## src/hw/chordPkg.sv

```systemverilog
package chordPkg;

	// ------------------------------
	// Sizes
	// ------------------------------
	localparam int noteCount   = 4; // Notes per chord, one voice each
	localparam int chordCount  = 4; // Chord registers and chord keys
	localparam int stepsPerBar = 4; // Beats per bar, one pattern bit per beat

	// ------------------------------
	// Types
	// ------------------------------
	// One bit per note, bit n gates voice n
	typedef logic [noteCount-1:0] noteMask_t;

	// One bit per chord key
	typedef logic [chordCount-1:0] chordMask_t;

	// Rhythm pattern, played from the top bit down
	typedef logic [stepsPerBar-1:0] pattern_t;

	typedef logic signed [31:0] sample_t;  // Mixed audio sample
	typedef logic [7:0] halfPeriod_t;      // Voice half period in clocks
	typedef logic [15:0] beatCount_t;      // Beat timer count

	// ------------------------------
	// Timing and pitch
	// ------------------------------
	// Clocks per beat, scaled far below a real tempo
	localparam beatCount_t beatCycles = 16'd40;

	// Level magnitude of a single square voice
	localparam sample_t toneAmplitude = 32'sd20000000;

	// Half periods of the lowest note set, ratios kept close to C Eb F G
	localparam halfPeriod_t noteHalfPeriod0 = 8'd24; // C
	localparam halfPeriod_t noteHalfPeriod1 = 8'd20; // E flat
	localparam halfPeriod_t noteHalfPeriod2 = 8'd18; // F
	localparam halfPeriod_t noteHalfPeriod3 = 8'd16; // G

endpackage

```

## src/hw/beatTimer.sv

```systemverilog
`timescale 1ns/1ps

module beatTimer (
	input  logic clk,
	input  logic reset,
	input  logic loopEnable,  // Looper running
	output logic beatStrobe,  // One cycle per beat
	output logic barStart     // With the strobe of the first beat in a bar
);
	import chordPkg::*;

	// ------------------------------
	// Beat counter
	// ------------------------------
	// Zero only while idle, then runs beatCycles down to 1
	beatCount_t count;

	// Position of the next strobe inside the bar
	logic [$clog2(stepsPerBar)-1:0] beatIndex;

	always_ff @(posedge clk) begin
		if (reset) begin
			count     <= '0;
			beatIndex <= '0;
		end else if (!loopEnable) begin
			count     <= '0; // Looper off, hold everything at the start of a bar
			beatIndex <= '0;
		end else begin
			if (count <= beatCount_t'(1))
				count <= beatCycles; // First high cycle or end of beat
			else
				count <= count - beatCount_t'(1);

			// Index moves on along with each strobe and wraps at the bar
			if (beatStrobe)
				beatIndex <= beatIndex + 1'b1;
		end
	end

	// ------------------------------
	// Strobes
	// ------------------------------
	// Count of 1 is the last clock of a beat, beatCycles after the reload
	assign beatStrobe = loopEnable && (count == beatCount_t'(1));

	// First beat of the bar
	assign barStart = beatStrobe && (beatIndex == '0);

endmodule

```

## src/hw/loopSequencer.sv

```systemverilog
`timescale 1ns/1ps

module loopSequencer (
	input  logic clk,
	input  logic reset,
	input  logic loopEnable,
	input  logic beatStrobe,             // Advance one step
	input  logic barStart,               // Reload all patterns
	input  chordPkg::pattern_t pattern0, // Stored rhythm of chord 0
	input  chordPkg::pattern_t pattern1,
	input  chordPkg::pattern_t pattern2,
	input  chordPkg::pattern_t pattern3,
	output chordPkg::chordMask_t stepActive // Chord k plays on this beat
);
	import chordPkg::*;

	// Patterns gathered into one array, index is the chord
	pattern_t patterns [chordCount];

	// Working copies, the top bit is the current step
	pattern_t stepReg [chordCount];

	assign patterns[0] = pattern0;
	assign patterns[1] = pattern1;
	assign patterns[2] = pattern2;
	assign patterns[3] = pattern3;

	// ------------------------------
	// Step registers
	// ------------------------------
	always_ff @(posedge clk) begin
		if (reset || !loopEnable) begin
			// Looper off drops every looped chord
			for (int k = 0; k < chordCount; k++)
				stepReg[k] <= '0;
		end else if (barStart) begin
			// Bar start wins over the plain beat shift
			for (int k = 0; k < chordCount; k++)
				stepReg[k] <= patterns[k];
		end else if (beatStrobe) begin
			// Next lower bit moves up into the current step
			for (int k = 0; k < chordCount; k++)
				stepReg[k] <= {stepReg[k][stepsPerBar-2:0], 1'b0};
		end
	end

	// ------------------------------
	// Current step
	// ------------------------------
	// Pattern bits play in the order 3, 2, 1, 0 within a bar
	always_comb begin
		for (int k = 0; k < chordCount; k++)
			stepActive[k] = stepReg[k][stepsPerBar-1];
	end

endmodule

```

## src/hw/chordStore.sv

```systemverilog
`timescale 1ns/1ps

module chordStore (
	input  logic clk,
	input  logic reset,
	input  logic loopEnable,                 // Loop mode, keys record rhythms
	input  chordPkg::chordMask_t chordKeys,  // Held chord keys, active high
	input  chordPkg::noteMask_t noteSwitches, // Notes or rhythm steps to capture
	output chordPkg::noteMask_t chordNotes0,  // Notes of chord 0
	output chordPkg::noteMask_t chordNotes1,
	output chordPkg::noteMask_t chordNotes2,
	output chordPkg::noteMask_t chordNotes3,
	output chordPkg::pattern_t pattern0,      // Rhythm of chord 0
	output chordPkg::pattern_t pattern1,
	output chordPkg::pattern_t pattern2,
	output chordPkg::pattern_t pattern3
);
	import chordPkg::*;

	// ------------------------------
	// Mode decode
	// ------------------------------
	// Write mode needs some note on, all switches off means play only
	logic writeMode;
	logic loopMode;

	assign writeMode = !loopEnable && (noteSwitches != '0);
	assign loopMode  = loopEnable;

	// Storage, one entry per chord key
	noteMask_t chordReg [chordCount];
	pattern_t patternReg [chordCount];

	// ------------------------------
	// Chord note registers
	// ------------------------------
	always_ff @(posedge clk) begin
		if (reset) begin
			for (int k = 0; k < chordCount; k++)
				chordReg[k] <= '0;
		end else begin
			for (int k = 0; k < chordCount; k++) begin
				if (writeMode && chordKeys[k])
					chordReg[k] <= noteSwitches; // Several keys may take the same chord
			end
		end
	end

	// ------------------------------
	// Loop pattern registers
	// ------------------------------
	always_ff @(posedge clk) begin
		if (reset) begin
			for (int k = 0; k < chordCount; k++)
				patternReg[k] <= '0;
		end else begin
			for (int k = 0; k < chordCount; k++) begin
				// Switch n becomes beat step n of the rhythm
				if (loopMode && chordKeys[k])
					patternReg[k] <= pattern_t'(noteSwitches);
			end
		end
	end

	// Outputs
	assign chordNotes0 = chordReg[0];
	assign chordNotes1 = chordReg[1];
	assign chordNotes2 = chordReg[2];
	assign chordNotes3 = chordReg[3];

	assign pattern0 = patternReg[0];
	assign pattern1 = patternReg[1];
	assign pattern2 = patternReg[2];
	assign pattern3 = patternReg[3];

endmodule

```

## src/hw/squareVoice.sv

```systemverilog
`timescale 1ns/1ps

module squareVoice (
	input  logic clk,
	input  logic reset,
	input  chordPkg::halfPeriod_t halfPeriod, // Clocks per level, sets the pitch
	output logic level                        // Square wave, high or low half
);
	import chordPkg::*;

	// Clocks spent in the current half period
	halfPeriod_t count;

	// Last clock of the half period
	logic halfDone;

	assign halfDone = (count == halfPeriod - halfPeriod_t'(1));

	// ------------------------------
	// Free running oscillator
	// ------------------------------
	always_ff @(posedge clk) begin
		if (reset) begin
			count <= '0;
			level <= 1'b0; // Starts on the low half
		end else if (halfDone) begin
			count <= '0;
			level <= !level; // Flip each half period
		end else begin
			count <= count + halfPeriod_t'(1);
		end
	end

endmodule

```

## src/hw/toneMixer.sv

```systemverilog
`timescale 1ns/1ps

module toneMixer (
	input  logic clk,
	input  logic reset,
	input  logic voiceEnable,                // Mutes the sample, gates still run
	input  chordPkg::chordMask_t chordKeys,  // Played by hand
	input  chordPkg::chordMask_t stepActive, // Played by the looper
	input  chordPkg::noteMask_t chordNotes0,
	input  chordPkg::noteMask_t chordNotes1,
	input  chordPkg::noteMask_t chordNotes2,
	input  chordPkg::noteMask_t chordNotes3,
	output chordPkg::noteMask_t noteGate,    // Notes now sounding
	output chordPkg::sample_t sample         // Mixed signed sample
);
	import chordPkg::*;

	noteMask_t notesOf [chordCount];  // Chord notes by chord index
	chordMask_t activeChords;         // Key held or looped step
	noteMask_t gateNext;              // Gates for the next cycle
	logic [noteCount-1:0] voiceLevel; // Square levels, one per note
	sample_t mixSum;                  // Signed sum of the gated voices

	assign notesOf[0] = chordNotes0;
	assign notesOf[1] = chordNotes1;
	assign notesOf[2] = chordNotes2;
	assign notesOf[3] = chordNotes3;

	// ------------------------------
	// Voices
	// ------------------------------
	squareVoice iVoice0 (.clk(clk), .reset(reset), .halfPeriod(noteHalfPeriod0),
		.level(voiceLevel[0]));
	squareVoice iVoice1 (.clk(clk), .reset(reset), .halfPeriod(noteHalfPeriod1),
		.level(voiceLevel[1]));
	squareVoice iVoice2 (.clk(clk), .reset(reset), .halfPeriod(noteHalfPeriod2),
		.level(voiceLevel[2]));
	squareVoice iVoice3 (.clk(clk), .reset(reset), .halfPeriod(noteHalfPeriod3),
		.level(voiceLevel[3]));

	// ------------------------------
	// Gating and mixing
	// ------------------------------
	assign activeChords = chordKeys | stepActive; // Hand and loop blend

	// Chords that share a note simply sound it once
	always_comb begin
		gateNext = '0;
		for (int k = 0; k < chordCount; k++) begin
			if (activeChords[k])
				gateNext = gateNext | notesOf[k];
		end
	end

	// Each gated voice adds plus or minus the amplitude
	always_comb begin
		mixSum = '0;
		for (int n = 0; n < noteCount; n++) begin
			if (gateNext[n])
				mixSum = voiceLevel[n] ? mixSum + toneAmplitude : mixSum - toneAmplitude;
		end
	end

	// Gate and sample leave on the same edge
	always_ff @(posedge clk) begin
		if (reset) begin
			noteGate <= '0;
			sample   <= '0;
		end else begin
			noteGate <= gateNext;
			sample   <= voiceEnable ? mixSum : '0; // Silent when voices are off
		end
	end

endmodule

```

## src/hw/chordMachine.sv

```systemverilog
`timescale 1ns/1ps

module chordMachine (
	input  logic clk,
	input  logic reset,
	input  chordPkg::noteMask_t noteSwitches, // Notes to store, or rhythm steps
	input  chordPkg::chordMask_t chordKeys,   // Chord keys, active high
	input  logic loopEnable,                  // Looper mode
	input  logic voiceEnable,                 // Audio on
	output chordPkg::noteMask_t noteGate,     // Sounding notes
	output logic beatStrobe,
	output logic barStart,
	output chordPkg::sample_t sample
);
	import chordPkg::*;

	// ------------------------------
	// Internal wires
	// ------------------------------
	noteMask_t chordNotes0, chordNotes1, chordNotes2, chordNotes3; // Stored chords
	pattern_t pattern0, pattern1, pattern2, pattern3;             // Stored rhythms
	chordMask_t stepActive;                                        // Looped chords

	// Tempo
	beatTimer iBeatTimer (
		.clk        (clk),
		.reset      (reset),
		.loopEnable (loopEnable),
		.beatStrobe (beatStrobe),
		.barStart   (barStart)
	);

	// Chord and rhythm capture
	chordStore iChordStore (
		.clk          (clk),
		.reset        (reset),
		.loopEnable   (loopEnable),
		.chordKeys    (chordKeys),
		.noteSwitches (noteSwitches),
		.chordNotes0  (chordNotes0),
		.chordNotes1  (chordNotes1),
		.chordNotes2  (chordNotes2),
		.chordNotes3  (chordNotes3),
		.pattern0     (pattern0),
		.pattern1     (pattern1),
		.pattern2     (pattern2),
		.pattern3     (pattern3)
	);

	// Plays the stored rhythms
	loopSequencer iLoopSequencer (
		.clk        (clk),
		.reset      (reset),
		.loopEnable (loopEnable),
		.beatStrobe (beatStrobe),
		.barStart   (barStart),
		.pattern0   (pattern0),
		.pattern1   (pattern1),
		.pattern2   (pattern2),
		.pattern3   (pattern3),
		.stepActive (stepActive)
	);

	// Voices and sample
	toneMixer iToneMixer (
		.clk         (clk),
		.reset       (reset),
		.voiceEnable (voiceEnable),
		.chordKeys   (chordKeys),
		.stepActive  (stepActive),
		.chordNotes0 (chordNotes0),
		.chordNotes1 (chordNotes1),
		.chordNotes2 (chordNotes2),
		.chordNotes3 (chordNotes3),
		.noteGate    (noteGate),
		.sample      (sample)
	);

endmodule

```

## config.mk

```make
export PLATFORM = sky130hd
export DESIGN_NAME = chordMachine
export DESIGN_NICKNAME = d
export VERILOG_FILES = /design/src/hw/chordPkg.sv /design/src/hw/beatTimer.sv /design/src/hw/loopSequencer.sv /design/src/hw/chordStore.sv /design/src/hw/squareVoice.sv /design/src/hw/toneMixer.sv /design/src/hw/chordMachine.sv
export SDC_FILE = /design/constraint.sdc
export NUM_CORES = 1
export LEC_CHECK = 0
export BUFFER_PORTS_ARGS = -buffer_cell sky130_fd_sc_hd__buf_4
export CAP_MARGIN = 15
export CORE_MARGIN = 2
export CORE_UTILIZATION = 25
export CTS_BUF_LIST = sky130_fd_sc_hd__clkbuf_4 sky130_fd_sc_hd__clkbuf_8
export DETAILED_ROUTE_END_ITERATION = 7
export PLACE_DENSITY_LB_ADDON = 0.05
export SETUP_SLACK_MARGIN = 0.1
export SYNTH_ARGS = -nofsm -noshare
export SYNTH_HDL_FRONTEND = slang
export SYNTH_HIERARCHICAL = 1
export SYNTH_SLANG_ARGS = --single-unit
```

## constraint.sdc

```tcl
create_clock -name clk -period 8.5 [get_ports clk]
set_input_delay 0.425 -clock clk [delete_from_list [all_inputs] [get_ports clk]]
set_output_delay 0.425 -clock clk [all_outputs]
set_load 0.01 [all_outputs]
```

# Yosys cells after proc, flatten, opt, wreduce, memory -nomap -nowiden
# Memory sizes are Yosys's and may differ from the RTL's.
# Index checks and enable logic that the tools add are counted.
# classes
eq_ne	5
n_addsub	12
bitwise	22
n_reduce_logical	26
mux	64
order_cmp	1
# op_table
op	n
32-bit 2-to-1 mux	8
32-bit by 26-bit adder with 32-bit output, second input constant	3
32-bit by 26-bit subtractor with 32-bit output, second input constant	3
4-bit 2-to-1 mux	20
1-bit 2-to-1 mux	35
8-bit by 1-bit adder with 8-bit output, second input constant	4
8-bit by 5-bit == test with 1-bit output, second input constant	3
16-bit by 1-bit == test with 1-bit output, second input constant	1
16-bit by 1-bit less-or-equal comparator with 1-bit output, second input constant	1
1-bit OR	16
4-bit OR	4
16-bit by 1-bit subtractor with 16-bit output, second input constant	1
2-bit OR reduction	6
1-bit logical AND	11
8-bit by 4-bit == test with 1-bit output, second input constant	1
6-bit 2-to-1 mux	1
1-bit logical NOT	5
4-bit nonzero test	1
3-bit OR reduction	1
2-bit by 1-bit adder with 2-bit output, second input constant	1
2-bit logical NOT	1
1-bit NOT	2
1-bit logical OR	1
# word_totals
memories	3
ramBits	48
reg_bits	90
word_cells	146
# memory_table
name	depth	word_bits	rd	rd_ports_with_merged_regs	wr	line	source
iChordStore.chordReg	4	4	4	0	4	chordStore.sv:31	noteMask_t chordReg [chordCount];
iChordStore.patternReg	4	4	4	0	4	chordStore.sv:32	pattern_t patternReg [chordCount];
iLoopSequencer.stepReg	4	4	4	0	4	loopSequencer.sv:21	pattern_t stepReg [chordCount];

# Depth between registers and ports, before layout
# An unclocked memory read counts as a cell.
# depth
depth_word	19
ltp_mapped	33

# By module
# The synthesis kept the hierarchy.
# by_module_without_submodules
module	seq_area_each_um2	area_per_inst_um2	cells_per_inst	n_inst
toneMixer	560.5	4186.5	589	1
squareVoice	180.2	596.8	69	4
chordStore	960.9	1278.7	90	1
beatTimer	360.3	883.3	93	1
loopSequencer	460.4	795.8	75	1

# Least setup slack after synthesis
# OpenSTA, ideal clock, no wires.
# synth_timing
path_type	register -> register
from	memory iLoopSequencer/stepReg[3][3] (netlist name)
to	register iToneMixer.sample[31]
stages_incl_launch_ff	29
setup_slack_ps	2237
setup_time_ps	65
path_buffers	2
arrival_time_ps	6198
cell_sequence	edfxtp_1 buf_4 o21ai_0 and4_1 inv_1 fa_1 fa_1 o31ai_1 a31o_2 nor2_1 nor2_1 ha_1 clkbuf_1 and3_1 nor3b_1 o21ai_0 a31oi_1 nor2_1 o21bai_1 a211oi_1 a221o_1 ha_1 nand3_1 or4_4 a211oi_2 nor3_1 nand3b_1 xnor3_1 nor2_1
# synth_rtl
element	line	source
start, declared	loopSequencer.sv:21	
end signal, assigned	toneMixer.sv:71	sample <= voiceEnable ? mixSum : '0;
end, declared	toneMixer.sv:14	output chordPkg::sample_t sample

==> results.toml <==
[outcome]
run_status = "complete, no violations"

[worst_setup_path]
capture_instance_of_the_worst_register_to_register_path = "iToneMixer/sample[28]"
worst-endpoint-required_ns = 8.92
crit_cells = 26
startpoint = "iLoopSequencer/stepReg[2][3]"
critPathKind = "reg -> reg"
critical-path-top-delay-family = "compound AO/OA/AOI/OAI gates"
number_of_cells_traversed_by_the_worst_register_to_register_path = 26
critPathArrivalTime_ns = 7.79
critical_path.n_buffers_inverters = 1
worst_r2r_src = "iLoopSequencer/stepReg[2][3]"
cp_endpoint = "iToneMixer/sample[28]"
cp_max_fo = 6
timing.critical_path.slowest_cell_delay_ns = 0.63
rrSetupSlack_ns = 1.14
critical_path.most_common_cell = "sky130_fd_sc_hd__o21ai_0"
endpoint_kind = "flip-flop"
crit_slowest_cell = "sky130_fd_sc_hd__o41ai_1"
critical_path.startpoint_type = "flip-flop"

[global_route]
grt_first_pass_wirelength_um = 41200
antenna_violations_before_repair = 0
grt_max_degree = 38
global_route.usage.total = 0.133
first_global_vias = 7745
globalRoute.totalOverflow = 0

[clock_tree]
worst_skew_late_latency_ns = 0.49
post_cts.repair.setup_buffers = 0
post_cts_resized = 0
cts_tree = "done"
clk_transition_reported_paths_ns = 0.09
cts_buffer_depth = 2
cts_num_sinks = 130
cts_buffers = 17
cts_hold_buffers = 0
clk_root_buffer_cell = "sky130_fd_sc_hd__clkbuf_8"
clock_tree.htree_level_count = 4

[die]
fp.dieArea_um2 = 39700
initial_utilization = 0.254
cell_rows = 71
chipWidth_um = 199
io-pin-count = 50
floorplan.die.height_um = 199
floorplan.core_area_um2 = 37600

[synth]
synth-edff-count = 46
yosys.area.top_type = "sky130_fd_sc_hd__dfxtp_1"
synth_warnings = 6
asyncSetResetFlopFracSynth = 0
avgSynthCellArea_um2 = 8.49
synth.top_cells.by_area = "sky130_fd_sc_hd__dfxtp_1 (18%), sky130_fd_sc_hd__edfxtp_1 (14%), sky130_fd_sc_hd__ha_1 (7.6%), sky130_fd_sc_hd__nor2_1 (5.8%), sky130_fd_sc_hd__xnor2_1 (4.7%)"
synthesis.area_um2 = 9530
synth_top_area_share = 0.176
ys_dominant_reg_cell = "sky130_fd_sc_hd__dfxtp_1"
synth.lib_cells_used.distinct = 83
synth.ff_latch_count = 130
synth.yosys.seq_area_share = 0.321
postSynthCellCount = 1123

[timing]
report.final.setup_viol = 0
finalClockSkew_ns = 0.0229
worst_slew_margin_relative_to_its_limit = 0.247
timing_worst_slew_pin_value_ns = 1.13
fin_tns_setup_ns = 0
final_period_minus_worst_setup_slack_ns = 7.36
setup_repair_after_global_routing_missed_its_margin = "false"
finalCritPeriodShare = 0.866
hold_viol = 0
fmaxAchievable_mhz = 136
slew_violations = 0

[power]
p_leak_nw = 4.54
power.density_cell_area_nw_per_um2 = 248
report.power.total_mw = 2.75
irDropWorstVdd_mv = 0.111

[hold_path]
worstHoldPathType = "in -> reg"

[drt]
avgViaCountPerCell = 4.45
detailedRoute.firstPassIterationCount = 7
post_drt_wl_per_cell_um = 14.0
drtIter0Drc = 435
route.antenna.remaining_nets = 0
number_of_drc_violations_after_detailed_routing = 0
drt_wl_total_um = 24800
total_vias_in_the_final_route = 7906

[place]
dpl-instance-area_um2 = 10700
hpwl_um = 18400
gpl.final_weighted_congestion = 0.759
port_buffers = 41

[layout]
nNetsFinal = 1325
layout.cell_area.non_filler_um2 = 11100
antennaDiodeCount = 0
areaGrowthSynthToFinish_pct = 16.4
utilization = 0.295
drive_above_1_share = 0.0934

[run]
maxCapViolations = 0
-- cell type report --
cell class / count / area [µm²]
repair buffers: 45 / 338
flip-flops and latches: 130 / 3060
well taps: 511 / 639
inverters: 51 / 191
multi-input cells: 1006 / 6450
fillers: 4022 / 26500
clock inverters: 15 / 179
clock buffers: 17 / 234
-- through the flow --
step	worst slack, ns	hold slack, ns	std cells
CTS	1.11	0.261	1775
detailed placement	1.05	0.472	1743
finish	1.14	0.318	1775
floorplan	2.24	0.451	1233
global route	0.424	0.287	1775
global placement	1.08	0.470	1743
-- layer usage --
metal,vias up,GRT usage,share of wire
met2,110,0.205,0.44
met3,22,0.0251,0.032
met1,3608,0.183,0.52
met5,-,0,0
li1,4166,-,-
met4,0,0.0456,0.016
-- tightest hold or removal path, stage by stage --
cell	delay [ns]
sky130_fd_sc_hd__buf_4	0.09
sky130_fd_sc_hd__nand2b_1	0.07
sky130_fd_sc_hd__nor2_1	0.09
-- cell families (layout without fill, tap and decap cells) --
group	Yosys count	after routing	synth area share
AND/OR/NAND/NOR	457	457	0.247
AO/OA/AOI/OAI	255	255	0.181
flip-flops	130	130	0.321
XOR/XNOR	105	105	0.103
buffers and inverters	97	128	0.0455
adder cells (fa/ha/maj)	62	62	0.0845
multiplexers	15	15	0.0167
other	2	112	0.000788
-- layout by cell type (no fill, tap or decap), types with 5 or more instances in the layout --
cell and instances:
sky130_fd_sc_hd__inv_1 50, sky130_fd_sc_hd__and3_2 8, sky130_fd_sc_hd__a21o_1 19, sky130_fd_sc_hd__a31oi_1 10
sky130_fd_sc_hd__and4_1 6, sky130_fd_sc_hd__clkbuf_8 17, sky130_fd_sc_hd__o31a_1 5, sky130_fd_sc_hd__nor2_1 148
sky130_fd_sc_hd__o211a_1 6, sky130_fd_sc_hd__nor3_1 18, sky130_fd_sc_hd__a211oi_1 8, sky130_fd_sc_hd__nand3b_1 20
sky130_fd_sc_hd__xor2_1 48, sky130_fd_sc_hd__o211ai_1 5, sky130_fd_sc_hd__nand4_1 13, sky130_fd_sc_hd__o21bai_1 5
sky130_fd_sc_hd__xnor2_1 51, sky130_fd_sc_hd__and3_1 19, sky130_fd_sc_hd__o21ai_1 6, sky130_fd_sc_hd__o21ai_0 49
sky130_fd_sc_hd__a21oi_1 84, sky130_fd_sc_hd__edfxtp_1 46, sky130_fd_sc_hd__nand2b_1 27, sky130_fd_sc_hd__o21a_1 7
sky130_fd_sc_hd__nor4_1 13, sky130_fd_sc_hd__or3_1 12, sky130_fd_sc_hd__nand3_1 36, sky130_fd_sc_hd__o31ai_1 10
sky130_fd_sc_hd__nand2_1 86, sky130_fd_sc_hd__dfxtp_1 84, sky130_fd_sc_hd__nor2b_1 14, sky130_fd_sc_hd__buf_4 45
sky130_fd_sc_hd__conb_1 112, sky130_fd_sc_hd__mux2i_1 8, sky130_fd_sc_hd__ha_1 58, sky130_fd_sc_hd__nand4b_1 5
-- where the power goes --
| part | internal (mW) | switching, mW | leakage [nW] | total, mW |
|---|---|---|---|---|
| registers | 0.730 | 0.0614 | 1.17 | 0.791 |
| clock network | 0.292 | 0.281 | 0.199 | 0.573 |
| logic | 0.583 | 0.799 | 3.17 | 1.38 |
| total | 1.60 | 1.14 | 4.54 | 2.75 |
-- worst min-delay path by stage --
stage                         start                          to  slack [ns]  cells past startpoint
5_1_grt             noteSwitches[3]  iChordStore/chordReg[0][3]        0.29                      3
3_5_place_dp   iBeatTimer/count[10]        iBeatTimer/count[10]        0.47                      2
3_3_place_gp   iBeatTimer/count[10]        iBeatTimer/count[10]        0.47                      2
2_1_floorplan   iBeatTimer/count[0]         iBeatTimer/count[0]        0.45                      1
4_1_cts             noteSwitches[3]  iChordStore/chordReg[0][3]        0.26                      3
6_report            noteSwitches[3]  iChordStore/chordReg[0][3]        0.32                      3
-- flip-flops by register name (all words and copies together) (netlist names), 16 cells and up --
register,cells
iLoopSequencer/stepReg,16
iBeatTimer/count,16
iChordStore/chordReg,16
iChordStore/patternReg,16
iToneMixer/sample,24
-- Yosys cell counts (all sizes together), types with 5 or more instances --
cell type,n
nand2,86
o21bai,6
o41ai,6
nand3b,20
mux2i,8
o211a,6
and4,7
or3,12
a21o,19
inv,51
o21a,7
nor4,15
o31ai,10
nand3,37
o211ai,5
dfxtp,84
xor2,48
a21oi,84
nand4b,5
edfxtp,46
nor2b,14
nand4,14
a211oi,9
xnor2,56
or2,5
mux2,7
nor2,148
o21ai,55
o31a,5
nor3,20
a31o,5
nand2b,27
a31oi,11
clkbuf,26
buf,20
ha,58
and3,27
or4,5
(Power assumes the default switching activity.)
